**src/rtl/enq_pkg.sv**
```systemverilog
`default_nettype none

package enq_pkg;

    ////////////////////////////////////////
    // queue layout
    ////////////////////////////////////////

    // four network ports plus the cpu queue
    localparam int NUM_QUEUES = 5;
    localparam int CPU_QUEUE  = 4;

    ////////////////////////////////////////
    // metadata layout
    ////////////////////////////////////////

    localparam int TUSER_WIDTH      = 128;
    localparam int SRC_POS          = 16;
    localparam int DST_POS          = 24;
    localparam int DROP_POS         = 32;
    // one-hot, even bits are ports, odd bits are cpu
    localparam int PORT_FIELD_WIDTH = 8;

    // cpu read address, src in upper nibble, dst in lower
    localparam int STATS_ADDR_WIDTH = 8;

    typedef logic [NUM_QUEUES-1:0] queue_mask_t;
    typedef logic [2:0]            queue_idx_t;

endpackage

`default_nettype wire

```
**src/rtl/enq_admission.sv**
```systemverilog
`timescale 1ns/1ps
`default_nettype none

module enq_admission import enq_pkg::*;
(
    input  wire                    axis_aclk,
    input  wire                    axis_resetn,

    // packet beats
    input  wire                    s_axis_tvalid,
    input  wire [TUSER_WIDTH-1:0]  s_axis_tuser,
    input  wire                    s_axis_tlast,
    input  wire                    s_axis_tpifo_valid,
    output logic                   s_axis_tready,

    // queue status
    input  wire queue_mask_t       s_axis_buffer_almost_full,
    input  wire queue_mask_t       s_axis_pifo_full,

    // per-queue enables
    output queue_mask_t            m_axis_ctl_pifo_in_en,
    output queue_mask_t            m_axis_ctl_buffer_wr_en,

    // drop event towards the counters
    output logic                   drop_valid,
    output queue_idx_t             drop_src,
    output queue_mask_t            drop_dst_mask
);

    localparam logic [1:0] IDLE    = 2'd0;
    localparam logic [1:0] SOP     = 2'd1;
    localparam logic [1:0] ENQUEUE = 2'd2;
    localparam logic [1:0] DROP    = 2'd3;

    logic [1:0]                  state;
    logic [1:0]                  state_next;
    logic                        tready_next;
    queue_mask_t                 pifo_en_next;
    queue_mask_t                 wr_en_next;

    logic [PORT_FIELD_WIDTH-1:0] src_field;
    logic [PORT_FIELD_WIDTH-1:0] dst_field;
    queue_mask_t                 dst_mask;
    queue_mask_t                 eligible;
    logic                        drop_cond;
    logic                        last_beat;

    assign src_field = s_axis_tuser[SRC_POS +: PORT_FIELD_WIDTH];
    assign dst_field = s_axis_tuser[DST_POS +: PORT_FIELD_WIDTH];

    ////////////////////////////////////////
    // destination and source decode
    ////////////////////////////////////////

    // even bits map to port queues, any odd bit to the cpu queue
    always_comb
    begin
        dst_mask = '0;
        for (int q = 0; q < CPU_QUEUE; q++)
        begin
            dst_mask[q]         = dst_field[2*q];
            dst_mask[CPU_QUEUE] = dst_mask[CPU_QUEUE] | dst_field[2*q+1];
        end
    end

    always_comb
    begin
        case (src_field)
            8'h01:   drop_src = 3'd0;
            8'h04:   drop_src = 3'd1;
            8'h10:   drop_src = 3'd2;
            8'h40:   drop_src = 3'd3;
            default: drop_src = queue_idx_t'(CPU_QUEUE);
        endcase
    end

    // queues with room in both buffer and rank queue
    assign eligible  = dst_mask & ~s_axis_buffer_almost_full & ~s_axis_pifo_full;
    assign drop_cond = s_axis_tuser[DROP_POS] | ~s_axis_tpifo_valid | ~(|eligible);
    assign last_beat = s_axis_tvalid & s_axis_tready & s_axis_tlast;

    // strobe fires in the idle cycle that decides to drop
    assign drop_valid    = (state == IDLE) & s_axis_tvalid & drop_cond;
    assign drop_dst_mask = dst_mask;

    ////////////////////////////////////////
    // admission fsm
    ////////////////////////////////////////

    always_comb
    begin
        state_next   = state;
        tready_next  = 1'b0;
        pifo_en_next = '0;
        wr_en_next   = m_axis_ctl_buffer_wr_en;

        case (state)
            IDLE:
            begin
                wr_en_next = '0;
                if (s_axis_tvalid)
                begin
                    tready_next = 1'b1;
                    state_next  = drop_cond ? DROP : SOP;
                end
            end
            SOP:
            begin
                // single insert into the rank queue per packet
                pifo_en_next = eligible;
                wr_en_next   = eligible;
                tready_next  = ~last_beat;
                state_next   = last_beat ? IDLE : ENQUEUE;
            end
            default:
            begin
                // ENQUEUE and DROP both run to the end of packet
                tready_next = ~last_beat;
                if (last_beat)
                begin
                    state_next = IDLE;
                end
            end
        endcase
    end

    always_ff @(posedge axis_aclk)
    begin
        if (!axis_resetn)
        begin
            state                   <= IDLE;
            s_axis_tready           <= 1'b0;
            m_axis_ctl_pifo_in_en   <= '0;
            m_axis_ctl_buffer_wr_en <= '0;
        end
        else
        begin
            state                   <= state_next;
            s_axis_tready           <= tready_next;
            m_axis_ctl_pifo_in_en   <= pifo_en_next;
            m_axis_ctl_buffer_wr_en <= wr_en_next;
        end
    end

endmodule

`default_nettype wire

```
**src/rtl/drop_count_table.sv**
```systemverilog
`timescale 1ns/1ps
`default_nettype none

module drop_count_table import enq_pkg::*;
#(
    parameter int COUNT_WIDTH = 32
)
(
    input  wire                    axis_aclk,
    input  wire                    axis_resetn,

    // drop event
    input  wire                    drop_valid,
    input  wire queue_idx_t        drop_src,
    input  wire queue_mask_t       drop_dst_mask,

    // read port
    input  wire queue_idx_t        rd_src,
    input  wire queue_idx_t        rd_dst,
    output logic [COUNT_WIDTH-1:0] rd_count
);

    // counts[src][dst]
    logic [COUNT_WIDTH-1:0] counts [NUM_QUEUES][NUM_QUEUES];

    always_ff @(posedge axis_aclk)
    begin
        if (!axis_resetn)
        begin
            for (int s = 0; s < NUM_QUEUES; s++)
            begin
                for (int d = 0; d < NUM_QUEUES; d++)
                begin
                    counts[s][d] <= '0;
                end
            end
        end
        else if (drop_valid)
        begin
            // one increment per destination of the dropped packet, wraps
            for (int d = 0; d < NUM_QUEUES; d++)
            begin
                if (drop_dst_mask[d])
                begin
                    counts[drop_src][d] <= counts[drop_src][d] + COUNT_WIDTH'(1);
                end
            end
        end
    end

    assign rd_count = counts[rd_src][rd_dst];

endmodule

`default_nettype wire

```
**src/rtl/drop_stats_reader.sv**
```systemverilog
`timescale 1ns/1ps
`default_nettype none

module drop_stats_reader import enq_pkg::*;
#(
    parameter int COUNT_WIDTH = 32
)
(
    input  wire                        axis_aclk,
    input  wire                        axis_resetn,

    // cpu request
    input  wire                        s_axi_req_valid,
    input  wire [STATS_ADDR_WIDTH-1:0] s_axi_addr,

    // counter table lookup
    input  wire [COUNT_WIDTH-1:0]      rd_count,
    output queue_idx_t                 rd_src,
    output queue_idx_t                 rd_dst,

    // cpu response
    output logic [COUNT_WIDTH-1:0]     m_axi_data,
    output logic                       m_axi_resp_valid
);

    localparam logic [3:0] CPU_NIBBLE = 4'(CPU_QUEUE);

    logic [3:0] addr_src;
    logic [3:0] addr_dst;
    logic       src_in_range;

    assign addr_src = s_axi_addr[STATS_ADDR_WIDTH-1 -: 4];
    assign addr_dst = s_axi_addr[3:0];

    assign src_in_range = (addr_src <= CPU_NIBBLE);

    // out of range dst reads the cpu column, out of range src reads zero
    assign rd_dst = (addr_dst > CPU_NIBBLE) ? queue_idx_t'(CPU_QUEUE) : addr_dst[2:0];
    assign rd_src = src_in_range ? addr_src[2:0] : queue_idx_t'(CPU_QUEUE);

    always_ff @(posedge axis_aclk)
    begin
        if (s_axi_req_valid)
        begin
            m_axi_data <= src_in_range ? rd_count : '0;
        end
    end

    always_ff @(posedge axis_aclk)
    begin
        if (!axis_resetn)
        begin
            m_axi_resp_valid <= 1'b0;
        end
        else
        begin
            m_axi_resp_valid <= s_axi_req_valid;
        end
    end

endmodule

`default_nettype wire

```
**src/rtl/enqueue_agent.sv**
```systemverilog
`timescale 1ns/1ps
`default_nettype none

module enqueue_agent import enq_pkg::*;
#(
    parameter int COUNT_WIDTH = 32
)
(
    input  wire                        axis_aclk,
    input  wire                        axis_resetn,

    // packet beats from the pipeline
    input  wire                        s_axis_tvalid,
    input  wire [TUSER_WIDTH-1:0]      s_axis_tuser,
    input  wire                        s_axis_tlast,
    input  wire                        s_axis_tpifo_valid,
    output logic                       s_axis_tready,

    // per-queue status
    input  wire queue_mask_t           s_axis_buffer_almost_full,
    input  wire queue_mask_t           s_axis_pifo_full,

    // per-queue enables
    output queue_mask_t                m_axis_ctl_pifo_in_en,
    output queue_mask_t                m_axis_ctl_buffer_wr_en,

    // cpu drop count reads
    input  wire                        s_axi_req_valid,
    input  wire [STATS_ADDR_WIDTH-1:0] s_axi_addr,
    output logic [COUNT_WIDTH-1:0]     m_axi_data,
    output logic                       m_axi_resp_valid
);

    logic                   drop_valid;
    queue_idx_t             drop_src;
    queue_mask_t            drop_dst_mask;
    queue_idx_t             rd_src;
    queue_idx_t             rd_dst;
    logic [COUNT_WIDTH-1:0] rd_count;

    enq_admission i_enq_admission (
        .axis_aclk                 (axis_aclk),
        .axis_resetn               (axis_resetn),
        .s_axis_tvalid             (s_axis_tvalid),
        .s_axis_tuser              (s_axis_tuser),
        .s_axis_tlast              (s_axis_tlast),
        .s_axis_tpifo_valid        (s_axis_tpifo_valid),
        .s_axis_tready             (s_axis_tready),
        .s_axis_buffer_almost_full (s_axis_buffer_almost_full),
        .s_axis_pifo_full          (s_axis_pifo_full),
        .m_axis_ctl_pifo_in_en     (m_axis_ctl_pifo_in_en),
        .m_axis_ctl_buffer_wr_en   (m_axis_ctl_buffer_wr_en),
        .drop_valid                (drop_valid),
        .drop_src                  (drop_src),
        .drop_dst_mask             (drop_dst_mask)
    );

    drop_count_table #(
        .COUNT_WIDTH (COUNT_WIDTH)
    ) i_drop_count_table (
        .axis_aclk     (axis_aclk),
        .axis_resetn   (axis_resetn),
        .drop_valid    (drop_valid),
        .drop_src      (drop_src),
        .drop_dst_mask (drop_dst_mask),
        .rd_src        (rd_src),
        .rd_dst        (rd_dst),
        .rd_count      (rd_count)
    );

    drop_stats_reader #(
        .COUNT_WIDTH (COUNT_WIDTH)
    ) i_drop_stats_reader (
        .axis_aclk        (axis_aclk),
        .axis_resetn      (axis_resetn),
        .s_axi_req_valid  (s_axi_req_valid),
        .s_axi_addr       (s_axi_addr),
        .rd_count         (rd_count),
        .rd_src           (rd_src),
        .rd_dst           (rd_dst),
        .m_axi_data       (m_axi_data),
        .m_axi_resp_valid (m_axi_resp_valid)
    );

endmodule

`default_nettype wire

```
**config.mk**
```make
export PLATFORM = sky130hd
export DESIGN_NAME = enqueue_agent
export DESIGN_NICKNAME = d
export VERILOG_FILES = /design/src/rtl/enq_pkg.sv /design/src/rtl/enq_admission.sv /design/src/rtl/drop_count_table.sv /design/src/rtl/drop_stats_reader.sv /design/src/rtl/enqueue_agent.sv
export SDC_FILE = /design/constraint.sdc
export NUM_CORES = 2
export LEC_CHECK = 0
export ABC_AREA = 1
export BUFFER_PORTS_ARGS = -buffer_cell sky130_fd_sc_hd__buf_4
export CAP_MARGIN = 15
export CORE_UTILIZATION = 45
export CTS_BUF_LIST = sky130_fd_sc_hd__clkbuf_16
export CTS_CLUSTER_SIZE = 16
export DETAILED_ROUTE_END_ITERATION = 10
export PLACE_DENSITY_LB_ADDON = 0.25
export REMOVE_ABC_BUFFERS = 1
export SLEW_MARGIN = 10
export SYNTH_ARGS = -nofsm -noshare
export SYNTH_HDL_FRONTEND = slang
export SYNTH_HIERARCHICAL = 1
export SYNTH_SLANG_ARGS = --single-unit
```
**constraint.sdc**
```tcl
create_clock -name axis_aclk -period 5.9 [get_ports axis_aclk]
set_input_delay 0.885 -clock axis_aclk [delete_from_list [all_inputs] [get_ports axis_aclk]]
set_output_delay 0.885 -clock axis_aclk [all_outputs]
set_load 0.01 [all_outputs]
```
* Word-level counts from Yosys, hierarchy flattened
Memories as Yosys holds them, arrays and structs flattened. Cells that the tools add are included.
Storage, ports and cells: register bits after elaboration 46, bits in latches 0, RAM bits 800, memory bits (read-only) 0, bits of input ports 152, output and inout port bits 44, memories kept 1
Cells by class: $add $sub $neg 5, multiply operators 0, divide/modulo/power cells 0, magnitude comparators 3, equality and inequality tests 6, shift operators 0, muxes and demuxes 38, bitwise logic cells 17, reduce and logical (&&, ||, !) cells 7
Memory list:
- i_drop_count_table.counts | depth 5, bits a word 160, read ports 2, clocked after Yosys merged registers in 0, write ports 5, RTL line drop_count_table.sv:24 | logic [COUNT_WIDTH-1:0] counts [NUM_QUEUES][NUM_QUEUES];
Operator list (count):
- adder 32 x 1 -> 32 bit (second input constant) | 5
- two-way mux 160 bit | 1
- OR reduction 160 bit | 1
- binary-select mux 32 bit (select 3 bit) | 1
- two-way mux 32 bit | 2
- two-way mux 1 bit | 23
- case mux 3 bit (4 select lines) | 1
- bitwise AND 5 bit | 2
- NOT 5 bit | 2
- case mux 5 bit (2 select lines) | 1
- two-way mux 3 bit | 3
- == test 8 x 1 -> 1 bit (second input constant) | 1
- == test 8 x 3 -> 1 bit (second input constant) | 1
- == test 8 x 5 -> 1 bit (second input constant) | 1
- == test 8 x 7 -> 1 bit (second input constant) | 1
- two-way mux 2 bit | 4
- two-way mux 5 bit | 1
- OR 1 bit | 5
- OR reduction 5 bit | 1
- bitwise AND 1 bit | 4
- greater-or-equal comparator 4 bit (second input constant) | 1
- greater-than comparator 4 x 3 -> 1 bit (second input constant) | 1
- less-or-equal comparator 4 x 3 -> 1 bit (second input constant) | 1
- NOT 3 -> 4 bit | 1
- 8 further kinds | 11

* Depth between registers and ports, before layout
depth after elaboration 14, depth in mapped cells 23

* By module
The synthesis kept the hierarchy.
Modules (own cells, without submodules):
- drop_count_table | times used 1, cells an instance 9869, area each 75551.2 µm²
- drop_stats_reader | times used 1, cells an instance 90, area each 1486.4 µm²
- enq_admission | times used 1, cells an instance 87, area each 684.4 µm²

* Worst setup path after synthesis
OpenSTA, ideal clock, no wires.
path kind input -> register, start point input port s_axis_tuser[29], end point memory i_drop_count_table/counts[5][0] in the netlist's numbering (enable), library setup time 0.421 ns, data arrival time 4.074 ns, setup slack 1.404 ns, stages on the path 17, buffers on the path 2, path through nor2_1 nand2_1 nand2_1 nand2_1 nand2_1 nand2_1 nor2_1 nand2_1 nor2_2 inv_1 nand3_1 a21oi_1 inv_2 buf_2 buf_2 nand4_1 nor2_1
RTL lines:
- from (decl) | RTL line enqueue_agent.sv:14 | input wire [TUSER_WIDTH-1:0] s_axis_tuser,
- to (decl) | RTL line drop_count_table.sv:24

==> out/results.ini <==
[run_status]
status=complete, no violations

[synthesis]
synth-seq-cells=1326
synth_top_area_cell=edfxtp_1
synth_ff_type=edfxtp_1
synthTopCellsByArea=edfxtp_1 51%, nand2_1 13%, inv_1 6.9%
synth_mux_area_frac=0
yosysUniqueCellTypes=40
syn_inst=10046
synth.top_cell.area_share=0.507
yosysWarnings=6
seq_area_frac_synth=0.511
synthSimpleGateAreaFrac=0.269
syn_area_per_cell_sq_um=7.74
synth-xor-area-share=0
synth_edf_count=1312
netlist_area_sq_um=77700
async_reset_ff_frac=0
synth_top_family_by_area=simple AND/OR/NAND/NOR gates
synth-compound-area-share=0.111
yosys.area_share.adder=0.000805

[setup_path]
critPathKind=in -> reg
cp_cell_sequence=buf_4 > nor2_1 > nand2_1 > nand2_1 > nand2_1 > nand2_1 > nand2_1 > nor2_1 > nand2_1 > nor2_2 > inv_1 > nand3_1 > a21oi_4 > inv_6 > nand3_1 > nor2_1 > nand2_1 > nand2_2 > buf_12
required_ps=6380
max_stage_delay_ps=830
crit_buf_inv=4
cp-start-kind=primary input
cp-end-kind=flip-flop
worstPathMaxFanout=32
arrival_ps=5650
crit_family=simple AND/OR/NAND/NOR gates
crit_top_cell=nand2_1
critPathSlowestCell=nor2_1

[place]
globalplace.congestion=0.920
io_buffer_count=84
place_inst=12016
place_area_sq_um=80700
dpl.hpwl_um=154000

[finish]
syn_to_final_growth_pct=9.85
final_area_sq_um=85400
fin_nets=10014
drive_gt1_frac=0.0777
layout_common_cells=2681 x nand2_1, 1447 x inv_1, 1312 x edfxtp_1
diodes=0
layout_commonest_cell=nand2_1
fillCellCount=16098
fin_cells=12285

[power]
power_density_nw_per_um2=264
irDropWorstVdd_mv=0.301
p_leak_uw=0.0362

[clock_network]
clock_path_buffers=3
cts.sinks=1326
cts_hold_buf=0
ctsHtreeMaxLevel=4
insertion_delay_ps=810
post_cts_resized=0
cts_tree=built
cts.reportedPaths.clkPinSlew_ps=60
cts_buffers=149
cts-root-buf=clkbuf_16
cts_setup_buffers=0

[timing]
slew_headroom=0.200
fin_setup_tns_ps=0
grt_setup_unrepaired=false
tightest_slew_ps=1200
fin_crit_sh=0.877
finalSetupViolations=0
drv_slew=0
finClkSkew_ps=31.9
final_hold_viol_count=0
finalCriticalPeriod_ps=5170
fmax_ghz=0.193

[detailed_routing]
drt_first_pass_iters=10
routed_wl_um=258000
drt_iter0_markers=7756
route.detailed.drc=0
ant_nets=0
vias=68523
wl_per_cell_um=21.0
avgViaCountPerCell=5.58

[floorplan]
fp-row-count=152
die_area_sq_um=174000
initial_core_util=0.453
core_area_sq_um=172000
die_h_um=418
num_io_pins=196
die_x_um=418

[worst_hold_path]
min_path_type=in -> reg

[global_route]
grt_pass1_wl_um=384000
track_usage=0.290
grt_overflow=0
grt_max_degree=147
grt_pass1_vias=64924
antenna_found_initial=3

[job]
drv_cap=0

-- path summary, 6_finish.rpt --
kind / to / depth (start not counted) / slack [ps] / from
setup reg to reg: i_drop_count_table/counts[1][156] / 14 / 1160 / i_enq_admission/state[1]
setup / recovery: i_drop_count_table/counts[1][156] / 19 / 730 / s_axis_tuser[29]
hold / removal: i_enq_admission/m_axis_ctl_pifo_in_en[1] / 4 / 370 / s_axis_buffer_almost_full[1]
hold reg to reg: i_enq_admission/m_axis_ctl_buffer_wr_en[2] / 1 / 480 / i_enq_admission/m_axis_ctl_buffer_wr_en[2]
-- per-stage QoR --
stage / setup slack (ps) / utilization / power, uW / hold WS, ps
after floorplan: -35240 / - / 12700 / 490
after global placement: 208 / 0.471 / 13600 / 469
after detailed placement: 237 / 0.471 / 13700 / 473
after CTS: 1080 / 0.498 / 22600 / 317
after global routing: 826 / 0.498 / 23200 / 352
final: 726 / 0.498 / 22500 / 366
-- worst reg2reg max path, stage by stage (launching register included) --
cell,delay (ps)
dfxtp_1,650
nor2_1,290
nand2_1,120
nor2_1,670
nand2_1,190
nor2_2,240
inv_1,190
nand3_1,180
a21oi_4,70
inv_6,110
nand3_1,90
nor2_1,830
nand2_1,320
nand2_2,180
buf_12,260
-- Yosys cell counts (44+ instances only) --
library cell and number:
nand2_1 2699, inv_1 1419, edfxtp_1 1312, nor2_1 1148, nand3_1 931, o21ai_0 871, a21oi_1 700, clkbuf_1 298
buf_2 190, nand3_2 72, nor2_2 62, buf_4 52, buf_6 44
-- registers in the layout, summed over array words and instances, names as in the netlist --
name	flops
i_drop_count_table/counts	1280
i_drop_stats_reader/m_axi_data	32
i_drop_stats_reader/m_axi_resp_valid	1
i_enq_admission/m_axis_ctl_buffer_wr_en	5
i_enq_admission/m_axis_ctl_pifo_in_en	5
i_enq_admission/s_axis_tready	1
i_enq_admission/state	2
-- report_power, final --
| group | switching, uW | internal [uW] | total [uW] | leakage [uW] |
|---|---|---|---|---|
| logic | 2020 | 704 | 2730 | 0.0206 |
| clock network | 3850 | 5100 | 8940 | 0.00240 |
| registers | 130 | 10700 | 10800 | 0.0132 |
| total | 6000 | 16500 | 22500 | 0.0362 |
-- cells by family (layout without fill, tap and decap cells) --
family / count (synthesis) / after routing
simple gates: 4997 / 4997
compound gates: 1656 / 1656
buf+inv: 2062 / 1991
fa+ha+maj: 5 / 5
flops: 1326 / 1326
-- layout make-up --
type                            instances  area, sq um  share of cell area
Sequential cell                      1326        39700               0.465
Multi-Input combinational cell       6658        29800               0.349
Inverter                             1443         5480              0.0641
Clock buffer                          152         3800              0.0446
Timing Repair Buffer                  279         2910              0.0341
Tap cell                             2310         2890              0.0339
Clock inverter                        117          848             0.00994
-- layer usage --
| metal | track usage | share of wire | vias to the layer above |
|---|---|---|---|
| met1 | 0.370 | 0.39 | 32197 |
| li1 | - | - | 32030 |
| met2 | 0.463 | 0.45 | 3609 |
| met5 | 0 | 0.000050 | - |
| met4 | 0.174 | 0.063 | 2 |
| met3 | 0.0488 | 0.10 | 685 |
No activity file was read; power rests on OpenSTA's default activity.
